==> config.mk <==
export PLATFORM = sky130hd
export DESIGN_NAME = memory_control
export DESIGN_NICKNAME = d
export VERILOG_FILES = /design/src/common/coherence_pkg.sv /design/src/memory_control/bus_arbiter.sv /design/src/memory_control/coherence_sequencer.sv /design/src/memory_control/bus_steering.sv /design/src/memory_control/memory_control.sv
export VERILOG_INCLUDE_DIRS = /design/src /design/src/common
export SDC_FILE = /design/constraint.sdc
export NUM_CORES = 1
export LEC_CHECK = 0
export BUFFER_PORTS_ARGS = -buffer_cell sky130_fd_sc_hd__buf_4
export CORE_AREA = 2 2 196 198
export CTS_BUF_LIST = sky130_fd_sc_hd__clkbuf_16
export DETAILED_ROUTE_END_ITERATION = 10
export DIE_AREA = 0 0 198 200
export PLACE_DENSITY = 0.43
export SETUP_SLACK_MARGIN = 0.5
export SYNTH_ARGS = -nofsm -noshare
export SYNTH_HDL_FRONTEND = slang
export SYNTH_SLANG_ARGS = --single-unit
==> constraint.sdc <==
create_clock -name CLK -period 2.8 [get_ports CLK]
set_input_delay 0.42 -clock CLK [delete_from_list [all_inputs] [get_ports CLK]]
set_output_delay 0.42 -clock CLK [all_outputs]
set_load 0.02 [all_outputs]
==> src/common/coherence_consts.svh <==
// *******************************************************************
// coherence controller constants
// core count, bus width and two-word block layout shared by the
// memory controller blocks
// *******************************************************************
`ifndef COHERENCE_CONSTS_SVH
`define COHERENCE_CONSTS_SVH

// cache port pairs (one icache, one dcache per core)
`define NUM_CORES 2

// data and byte address width
`define WORD_W 32

// selects word 0 or 1 of a block
`define BLOCK_WORD_BIT 2

`endif

==> src/common/coherence_pkg.sv <==
// *******************************************************************
// coherence package
// word, core index and mask types, RAM state code, arbiter request
// kinds and the bus phases of the memory controller
// *******************************************************************
`default_nettype none

`include "coherence_consts.svh"

package coherence_pkg;

	typedef logic [`WORD_W-1:0] word_t;	// data word or byte address

	typedef logic [$clog2(`NUM_CORES)-1:0] core_idx_t;	// 1 bit for 2 cores

	typedef logic [`NUM_CORES-1:0] core_mask_t;	// one bit per core

	// RAM state code, only ACCESS completes a word
	typedef enum logic [1:0] {
		FREE,
		BUSY,
		ACCESS,
		ERROR
	} ramstate_t;

	// winning request, latched by the arbiter
	typedef enum logic [1:0] {
		REQ_NONE,
		REQ_IFETCH,
		REQ_WRITEBACK,
		REQ_COHERENT
	} req_kind_t;

	// one bus transaction in flight at a time
	typedef enum logic [3:0] {
		IDLE,
		IFETCH,	// single instruction word
		WB0,	// dirty block word 0 to RAM
		WB1,
		SNOOP,	// servicer looks up the block
		FILL0,	// requester filled from RAM
		FILL1,
		XFER0,	// cache to cache, RAM updated too
		XFER1
	} bus_phase_t;

endpackage

`default_nettype wire

==> src/memory_control/bus_arbiter.sv <==
// *******************************************************************
// bus arbiter
// picks the core and request kind for the next bus transaction:
// writeback, then coherent access, then instruction fetch
// *******************************************************************
`default_nettype none

`include "coherence_consts.svh"

module bus_arbiter
	import coherence_pkg::*;
(
	input  logic       CLK,
	input  logic       nRST,
	input  logic       grant,
	input  core_mask_t iren,
	input  core_mask_t dren,
	input  core_mask_t dwen,
	input  core_mask_t cctrans,
	output core_idx_t  req,
	output req_kind_t  kind
);

	core_mask_t coh_req;	// data side wants a snoop
	logic       fetch_tie;	// both icaches at once
	core_idx_t  win_req;
	req_kind_t  win_kind;
	core_idx_t  rr_q;	// core served first on the next fetch tie

	assign coh_req   = cctrans | dren;	// read miss always snoops
	assign fetch_tie = &iren;

	// lower core wins within a kind, ~mask[0] is the lowest set core of two
	always_comb
	begin
		win_req  = '0;
		win_kind = REQ_NONE;
		if (|dwen)
		begin
			win_kind = REQ_WRITEBACK;
			win_req  = core_idx_t'(~dwen[0]);
		end
		else if (|coh_req)
		begin
			win_kind = REQ_COHERENT;
			win_req  = core_idx_t'(~coh_req[0]);
		end
		else if (fetch_tie)
		begin
			win_kind = REQ_IFETCH;
			win_req  = rr_q;	// alternate on ties
		end
		else if (|iren)
		begin
			win_kind = REQ_IFETCH;
			win_req  = core_idx_t'(~iren[0]);
		end
	end

	always_ff @(posedge CLK, negedge nRST)
	begin
		if (!nRST)
		begin
			req  <= '0;
			kind <= REQ_NONE;
			rr_q <= '0;
		end
		else
		begin
			kind <= grant ? win_kind : REQ_NONE;	// pulse, sequencer launches on it
			if (grant && win_kind != REQ_NONE)
			begin
				req <= win_req;	// held for the whole transaction
			end
			if (grant && win_kind == REQ_IFETCH && fetch_tie)
			begin
				rr_q <= ~rr_q;	// other core goes first next time
			end
		end
	end

endmodule

`default_nettype wire

==> src/memory_control/coherence_sequencer.sv <==
// *******************************************************************
// coherence sequencer
// bus phase FSM: instruction fetch, two-word writeback, snoop, fill
// from RAM and cache-to-cache transfer with RAM update
// *******************************************************************
`default_nettype none

`include "coherence_consts.svh"

module coherence_sequencer
	import coherence_pkg::*;
(
	input  logic       CLK,
	input  logic       nRST,
	input  req_kind_t  kind,
	input  core_idx_t  req,
	input  core_mask_t cctrans,
	input  core_mask_t ccwrite,
	input  ramstate_t  ramstate,
	output logic       grant,
	output bus_phase_t phase
);

	bus_phase_t next_phase;
	core_idx_t  serv;	// the other core
	logic       word_done;	// RAM finished the current word
	logic       snoop_first_q;	// first SNOOP cycle, servicer still settling

	assign serv      = ~req;
	assign word_done = (ramstate == ACCESS);

	// arbiter samples the request lines each idle cycle
	// without a launch pending, it latches REQ_NONE when nothing is there
	assign grant = (phase == IDLE) && (kind == REQ_NONE);

	always_comb
	begin
		next_phase = phase;
		case (phase)
			IDLE:
			begin
				case (kind)
					REQ_IFETCH:    next_phase = IFETCH;
					REQ_WRITEBACK: next_phase = WB0;
					REQ_COHERENT:  next_phase = SNOOP;
					default:       next_phase = IDLE;
				endcase
			end
			IFETCH:
			begin
				if (word_done)
				begin
					next_phase = IDLE;
				end
			end
			WB0:
			begin
				if (word_done)
				begin
					next_phase = WB1;
				end
			end
			WB1:
			begin
				// requester may chain straight into its snoop
				if (word_done)
				begin
					next_phase = cctrans[req] ? SNOOP : IDLE;
				end
			end
			SNOOP:
			begin
				// ccwrite of the servicer only valid after the stall cycle
				if (!snoop_first_q)
				begin
					next_phase = ccwrite[serv] ? XFER0 : FILL0;
				end
			end
			FILL0:
			begin
				if (word_done)
				begin
					next_phase = FILL1;
				end
			end
			FILL1:
			begin
				if (word_done)
				begin
					next_phase = IDLE;
				end
			end
			XFER0:
			begin
				if (word_done)
				begin
					next_phase = XFER1;
				end
			end
			XFER1:
			begin
				if (word_done)
				begin
					next_phase = IDLE;
				end
			end
			default:
			begin
				next_phase = IDLE;	// unused codes recover
			end
		endcase
	end

	always_ff @(posedge CLK, negedge nRST)
	begin
		if (!nRST)
		begin
			phase         <= IDLE;
			snoop_first_q <= 1'b0;
		end
		else
		begin
			phase         <= next_phase;
			snoop_first_q <= (next_phase == SNOOP) && (phase != SNOOP);	// any entry path
		end
	end

endmodule

`default_nettype wire

==> src/memory_control/bus_steering.sv <==
// *******************************************************************
// bus steering
// combinational decode of the bus phase into RAM address, data and
// enables, and the per-core waits, loads and snoop signals
// *******************************************************************
`default_nettype none

`include "coherence_consts.svh"

module bus_steering
	import coherence_pkg::*;
(
	input  bus_phase_t phase,
	input  core_idx_t  req,
	input  ramstate_t  ramstate,
	input  word_t      ramload,
	input  word_t      iaddr [`NUM_CORES],
	input  word_t      daddr [`NUM_CORES],
	input  word_t      dstore [`NUM_CORES],
	input  core_mask_t ccwrite,
	output core_mask_t iwait,
	output core_mask_t dwait,
	output word_t      iload [`NUM_CORES],
	output word_t      dload [`NUM_CORES],
	output core_mask_t ccwait,
	output core_mask_t ccinv,
	output word_t      ccsnoopaddr [`NUM_CORES],
	output word_t      ramaddr,
	output word_t      ramstore,
	output logic       ramren,
	output logic       ramwen
);

	core_idx_t serv;	// servicer is always the other core
	logic      ram_ack;	// current word completes this cycle
	word_t     word_flip;	// toggles the word within a block

	assign serv      = ~req;
	assign ram_ack   = (ramstate == ACCESS);
	assign word_flip = word_t'(1) << `BLOCK_WORD_BIT;

	always_comb
	begin
		// idle bus, caches held off
		iwait       = '1;
		dwait       = '1;
		ccwait      = '0;
		ccinv       = '0;
		iload       = '{default: '0};
		dload       = '{default: '0};
		ccsnoopaddr = '{default: '0};
		ramaddr     = '0;
		ramstore    = '0;
		ramren      = 1'b0;
		ramwen      = 1'b0;

		case (phase)
			IFETCH:
			begin
				ramren     = 1'b1;
				ramaddr    = iaddr[req];
				iload[req] = ramload;	// only the requester sees it
				iwait[req] = !ram_ack;
			end
			WB0, WB1:
			begin
				ramwen     = 1'b1;
				ramaddr    = daddr[req];	// cache steps the word itself
				ramstore   = dstore[req];
				dwait[req] = !ram_ack;
			end
			SNOOP:
			begin
				// servicer stalled while it looks up the block
				ccwait[serv]      = 1'b1;
				ccsnoopaddr[serv] = daddr[req];
				ccinv[serv]       = ccwrite[req];	// requester will write
			end
			FILL0, FILL1:
			begin
				ramren     = 1'b1;
				ramaddr    = daddr[req];
				dload[req] = ramload;
				dwait[req] = !ram_ack;
			end
			XFER0, XFER1:
			begin
				// dirty block goes to RAM and to the requester together
				ramwen      = 1'b1;
				ramaddr     = daddr[serv];
				ramstore    = dstore[serv];
				dload[req]  = dstore[serv];
				dwait[req]  = !ram_ack;
				dwait[serv] = !ram_ack;	// servicer steps its word too
				ccinv[serv] = ccwrite[req];
				if (phase == XFER1)
				begin
					ccsnoopaddr[serv] = daddr[req] ^ word_flip;	// other word
				end
				else
				begin
					ccsnoopaddr[serv] = daddr[req];
				end
			end
			default:
			begin
				ramren = 1'b0;	// IDLE keeps the defaults
			end
		endcase
	end

endmodule

`default_nettype wire

==> src/memory_control/memory_control.sv <==
// *******************************************************************
// memory controller for two cores
// shares one RAM port between the icache and dcache ports of both
// cores and runs the snoop exchange between the data caches
// *******************************************************************
`default_nettype none

`include "coherence_consts.svh"

module memory_control
	import coherence_pkg::*;
(
	input  logic       CLK,
	input  logic       nRST,
	// cache side
	input  core_mask_t iren,
	input  core_mask_t dren,
	input  core_mask_t dwen,
	input  core_mask_t cctrans,
	input  core_mask_t ccwrite,
	input  word_t      iaddr [`NUM_CORES],
	input  word_t      daddr [`NUM_CORES],
	input  word_t      dstore [`NUM_CORES],
	output core_mask_t iwait,
	output core_mask_t dwait,
	output core_mask_t ccwait,
	output core_mask_t ccinv,
	output word_t      iload [`NUM_CORES],
	output word_t      dload [`NUM_CORES],
	output word_t      ccsnoopaddr [`NUM_CORES],
	// RAM side
	output word_t      ramaddr,
	output word_t      ramstore,
	output logic       ramren,
	output logic       ramwen,
	input  word_t      ramload,
	input  ramstate_t  ramstate
);

	core_idx_t  req;	// latched requester
	req_kind_t  kind;	// launch code, valid one cycle
	logic       grant;	// arbiter latch strobe
	bus_phase_t phase;

	// winner selection, fetch round-robin
	bus_arbiter i_bus_arbiter (
		.CLK     (CLK),
		.nRST    (nRST),
		.grant   (grant),
		.iren    (iren),
		.dren    (dren),
		.dwen    (dwen),
		.cctrans (cctrans),
		.req     (req),
		.kind    (kind)
	);

	coherence_sequencer i_coherence_sequencer (
		.CLK      (CLK),
		.nRST     (nRST),
		.kind     (kind),
		.req      (req),
		.cctrans  (cctrans),
		.ccwrite  (ccwrite),
		.ramstate (ramstate),
		.grant    (grant),
		.phase    (phase)
	);

	// phase decode onto RAM and cache ports
	bus_steering i_bus_steering (
		.phase       (phase),
		.req         (req),
		.ramstate    (ramstate),
		.ramload     (ramload),
		.iaddr       (iaddr),
		.daddr       (daddr),
		.dstore      (dstore),
		.ccwrite     (ccwrite),
		.iwait       (iwait),
		.dwait       (dwait),
		.iload       (iload),
		.dload       (dload),
		.ccwait      (ccwait),
		.ccinv       (ccinv),
		.ccsnoopaddr (ccsnoopaddr),
		.ramaddr     (ramaddr),
		.ramstore    (ramstore),
		.ramren      (ramren),
		.ramwen      (ramwen)
	);

endmodule

`default_nettype wire

=== Word level (Yosys, flattened, before mapping) ===
Index checks and enable logic that the tools add are counted.

* Register bits after elaboration: 9
* Bits of input ports: 238
* Output and inout bits: 266
* Memory bits (writable): 0
* ROM bits: 0
* Bits in latches: 0
* Memories kept: 0

* Shifts and indexed selects: 0
* Bitwise operators: 16
* Equality and inequality tests: 15
* Reduce and logical (&&, ||, !) cells: 25
* $mul: 0
* Add/sub/neg operators: 0
* Div/mod/pow operators: 0
* Multiplexer cells: 61
* Order comparisons: 8

{| class="wikitable"
|+ Operators with widths
! kind !! number
|-
| $mux W32 || 17
|-
| $and A64 B64 Y64 || 4
|-
| $pmux W64 S2 || 2
|-
| $mux W64 || 2
|-
| $pmux W32 S3 || 1
|-
| $demux W32 S1 || 2
|-
| $pmux W32 S2 || 1
|-
| $pmux W4 S7 || 1
|-
| $mux W4 || 6
|-
| $eq A4 B3 Y1 const B || 5
|-
| $mux W2 || 8
|-
| $mux W1 || 15
|-
| $reduce_or A2 Y1 || 6
|-
| $logic_and A1 B1 Y1 || 9
|-
| $pmux W3 S3 || 1
|-
| $reduce_or A3 Y1 || 3
|-
| $eq A4 B2 Y1 const B || 2
|-
| $reduce_or A4 Y1 || 2
|-
| $eq A2 B2 Y1 const B || 3
|-
| $not A1 Y1 || 6
|-
| $eq A2 B1 Y1 const B || 2
|-
| $eq A4 B1 Y1 const B || 1
|-
| $eq A4 B4 Y1 const B || 1
|-
| $ge A2 B2 Y1 const B || 2
|-
| other kinds (17) || 23
|}

=== Depth between registers and ports, before layout ===
* Depth in word-level cells: 9
* Gate-level depth with buffers: 8
* Gate-level depth less buffers: 4

=== By module ===
Synthesis repeated with hierarchy kept, for this count alone.

* Cell total of the unflattened synthesis: 702
* Area total of the unflattened synthesis: 5363.9 um2

{| class="wikitable"
|+ By module, submodules not included
! module !! cells each !! area each (um2) !! times used
|-
| bus_steering || 647 || 4819.6 || 1
|-
| coherence_sequencer || 34 || 335.3 || 1
|-
| bus_arbiter || 21 || 209.0 || 1
|}

=== Least setup slack after synthesis ===
No wires, ideal clock.

* Path type: reg-to-output
* Start: register i_coherence_sequencer.phase[1]
* End: output ramstore[13]
* Data arrival time: 1953 ps
* Setup slack: 427 ps
* Cell stages (with the launch flop): 9
* Path buffers: 4
* Path through: dfrtp_1 > buf_6 > or4b_1 > buf_2 > nand2_1 > buf_4 > buf_2 > a221oi_1 > nor2_1

* Word-level cells in the longest chain between the ends: 3

{| class="wikitable"
|+ Ends and longest elaborated chain
! what !! line !! source
|-
| from (decl) || coherence_sequencer.sv:21 || <nowiki>output bus_phase_t phase</nowiki>
|-
| from (signal assigned) || coherence_sequencer.sv:123 || <nowiki>phase <= next_phase;</nowiki>
|-
| $eq A4 B3 Y1 (tied with other cells) || bus_steering.sv:57 || <nowiki>case (phase)</nowiki>
|-
| $reduce_or A2 Y1, on equally long branches || - ||
|-
| $pmux W32 S2 * || bus_steering.sv:57 ||
|-
| to (decl) || memory_control.sv:33 || <nowiki>output word_t ramstore,</nowiki>
|}

Every way passes the cells marked *; elsewhere a longest branch is shown, timed or not.

=== Final worst setup path ===
* Start: register i_coherence_sequencer.phase[2]
* End: output ramaddr[6]

* Word-level cells in the longest chain between the ends: 3

{| class="wikitable"
|+ Ends and longest elaborated chain
! what !! line !! source
|-
| $eq A4 B3 Y1 (tied with other cells) || bus_steering.sv:57 ||
|-
| $reduce_or A4 Y1 (no source line) or $reduce_or A2 Y1 (tied branches) || - ||
|-
| $pmux W32 S3 * || bus_steering.sv:57 ||
|-
| to (decl) || memory_control.sv:32 || <nowiki>output word_t ramaddr,</nowiki>
|}

Marks and branches as above.

==> impl_results.md <==
* Area fraction in compound gates after synthesis at 41.7%
* Final Hold Fails at 0
* First-pass iteration count of the detailed router at 4
* Pwr per Cell Area at 923 mW/mm^2
* Initial core utilization at 10.6%
* Share of cells above drive strength 1 at 67.0%
* Max-cap viol count at 0
* Setup slack, reg-to-reg at 640 ps
* Worst r2r src: i_coherence_sequencer.phase[0]
* Die Ht at 200 um
* RSZ-0062 raised after global routing: yes
* Layout fillers at 3,994
* Global placement routability congestion at 0.829
* Mapped Nets at 790
* Number of synthesized register bits at 9
* Worst hold slack at 373 ps
* TritonCTS clock tree: yes
* Post-DP HPWL at 27,500 um
* Skew-Pair Late Insertion Delay at 240 ps
* DR vias at 7,093
* Crit end category: primary output
* Commonest non-fill, non-tap cell in the layout: buf_4
* Cell taking the most area after synthesis: and2_1
* Syn Std Cell Area at 0.00396 sq mm
* DRC viols at 0
* Crit path time final at 2660 ps
* Root Driver: clkbuf_16
* Drt first-iter violations at 268
* Post-layout net count at 1,322
* Tcrit/Tclk final at 94.8%
* Die width at 198 um
* Crit Path Max Fanout at 14
* Seq pwr share at 2.3%
* First-pass GRT wire length at 50,200 um
* Register area share after synthesis at 5.69%
* Simple-gate area share of the yosys netlist at 33.8%
* Total negative slack at 0 ps
* Synth top area share at 20.4%
* Clock power share at 2.4%
* Startpoint types: flip-flop
* Classification of the worst setup path: flip-flop to primary output
* CTS buffer count at 3
* Lkg Pwr at 5.03 nW
* Largest net degree at the start of global routing at 48
* Tot GR Track Use at 17.6%
* Util after Layout at 29.5%
* Final setup vio count at 0
* Number of port buffers at 503
* Vias in the first global route at 6,788
* Slew HR at 57.2%
* Die area at 0.0396 sq mm
* Worst Hold Class: primary input to flip-flop
* Area grow syn2layout at 179%
* CTS H-tree lvls at 1
* Start point of the worst hold path: dwen[0]
* Mapped Cells at 552
* Maximum vdd ir drop at 0.000514 V
* Netlist cell types at 45
* WP data required at 2380 ps
* Synth Area in XOR/XNOR at 0.442%
* Final antenna-violating net count at 0
* Crit path from: i_coherence_sequencer.phase[2]
* Worst EP arrival at 2240 ps
* Wire length per cell at 24.3 um
* Post-Route WL at 38,800 um
* Worst Tran Pin Value at 637 ps
* Pint at 4.92 mW
* Synth top area cells: and2_1 (20%), a221oi_1 (14%), a22o_1 (14%)
* Sw Ratio at 51.7%
* Highest clock rate at 377 MHz
* I/O pins at 504
* Comb pwr share at 95.3%
* Asr flop ratio synth at 100%
* Synth Area per Inst at 7.17 sq um
* Initial antenna violation count at 1
* Post-synth EDFFs at 0
* Total core area at 0.0374 sq mm
* Largest family of logic cells by synthesized area: compound AO/OA/AOI/OAI gates
* Predominant post-synthesis flop cell: dfrtp_1
* Vias per inst at 4.45
* Clk pin slew, worst setup/hold paths at 40 ps
* Switching power at 5.27 mW
* Outcome: finished, final reports clean
* CTS Buffer Depth at 2
* Max Slew Vio Count at 0
* Num rows at 71
* Skew final at 6.82 ps
* Post-synthesis adder-cell area fraction at 0%
* YS warnings at 0
* Clk sinks at 9
* Most frequent cells in the layout: buf_4 (372), buf_6 (161), and2_1 (104)
* Post-synthesis mux area share at 9.79%
* Grt ovf at 0
## final cells by class
cell class                      count  area (sq um)  area share (%)
Sequential cell                     9           231            2.10
Timing Repair Buffer              591          5890            53.4
Antenna cell                        1          2.50          0.0227
Inverter                            3          13.8           0.125
Clock buffer                        3          75.1           0.680
Multi-Input combinational cell    476          4180            37.9
Clock inverter                      1          3.75          0.0340
Tap cell                          511           639            5.79
## flip-flops by register name, summed over array words and instances, names as in the netlist
signal / count
i_bus_arbiter.req: 1
i_bus_arbiter.kind: 2
i_coherence_sequencer.phase: 4
i_coherence_sequencer.snoop_first_q: 1
i_bus_arbiter.rr_q: 1
## routing by layer
| layer | vias to the layer above | part of all wire (%) | GRT usage (%) |
|---|---|---|---|
| li1 | 3205 | - | - |
| met1 | 3478 | 38 | 20.5 |
| met2 | 373 | 53 | 33.6 |
| met3 | 37 | 6.3 | 2.69 |
| met4 | 0 | 2.5 | 4.23 |
| met5 | - | 0 | 0 |
## synthesized netlist by cell type (3+ instances only)
| master | instances |
|---|---|
| nor2_1 | 83 |
| nor2b_1 | 3 |
| a21oi_1 | 7 |
| a22o_1 | 64 |
| o21ai_0 | 6 |
| clkbuf_1 | 40 |
| and2_1 | 129 |
| inv_1 | 3 |
| nand4_1 | 3 |
| dfrtp_1 | 9 |
| buf_2 | 17 |
| nand3_1 | 3 |
| a221oi_1 | 64 |
| buf_6 | 7 |
| mux2i_1 | 35 |
| or2_2 | 3 |
| a221o_1 | 32 |
| nand2_1 | 7 |
## stage by stage
stage / power (mW) / std cells / worst slack [ps] / area [sq um]
2_1_floorplan: 4.41 / 552 / 495 / 4040
3_3_place_gp: 7.58 / 1522 / 180 / 8420
3_5_place_dp: 7.59 / 1522 / 132 / 8420
4_1_cts: 9.45 / 1577 / 159 / 10000
5_1_grt: 10.7 / 1595 / 73.1 / 11000
6_report: 10.2 / 1595 / 145 / 11000
## kinds of logic after synthesis
logic type                after synthesis
AOI/OAI and AO/OA                     186
xor gates and xnor gates                2
buffers and inverters                  70
DFF                                     9
muxes                                  38
and+or+nand+nor                       247
## power by group through the flow
stage | Combinational, mW | Sequential (mW) | Clock [mW]
2_1_floorplan | 4.21 | 0.201 | 0
3_3_place_gp | 7.35 | 0.223 | 0
3_5_place_dp | 7.37 | 0.224 | 0
4_1_cts | 8.97 | 0.228 | 0.252
5_1_grt | 10.2 | 0.235 | 0.264
6_report | 9.71 | 0.232 | 0.249
## critical path, stage by stage (launching register included)
cell	delay, ps
dfrtp_1	340
buf_4	210
and2_2	230
mux2i_4	260
buf_12	160
o21bai_4	80
buf_12	150
a221o_1	370
buf_4	170
## timing repair
item	in CTS	in global routing
gates resized for setup	160	146
setup buffers	33	12
hold buffers	0	1
setup endpoints to repair	258	260
hold endpoints to repair	0	4
cloned	18	4
pin swaps	64	103
## final timing paths
path | to | cells past startpoint
setup / recovery | ramaddr[6] | 8
setup reg to reg | i_bus_arbiter.req | 6
min in group asynchronous | i_coherence_sequencer.snoop_first_q | 2
hold reg to reg | i_bus_arbiter.rr_q | 1
max in group asynchronous | i_bus_arbiter.req | 2
hold / removal | i_bus_arbiter.kind[0] | 2
Note: power is estimated with default switching activity, not from simulation.
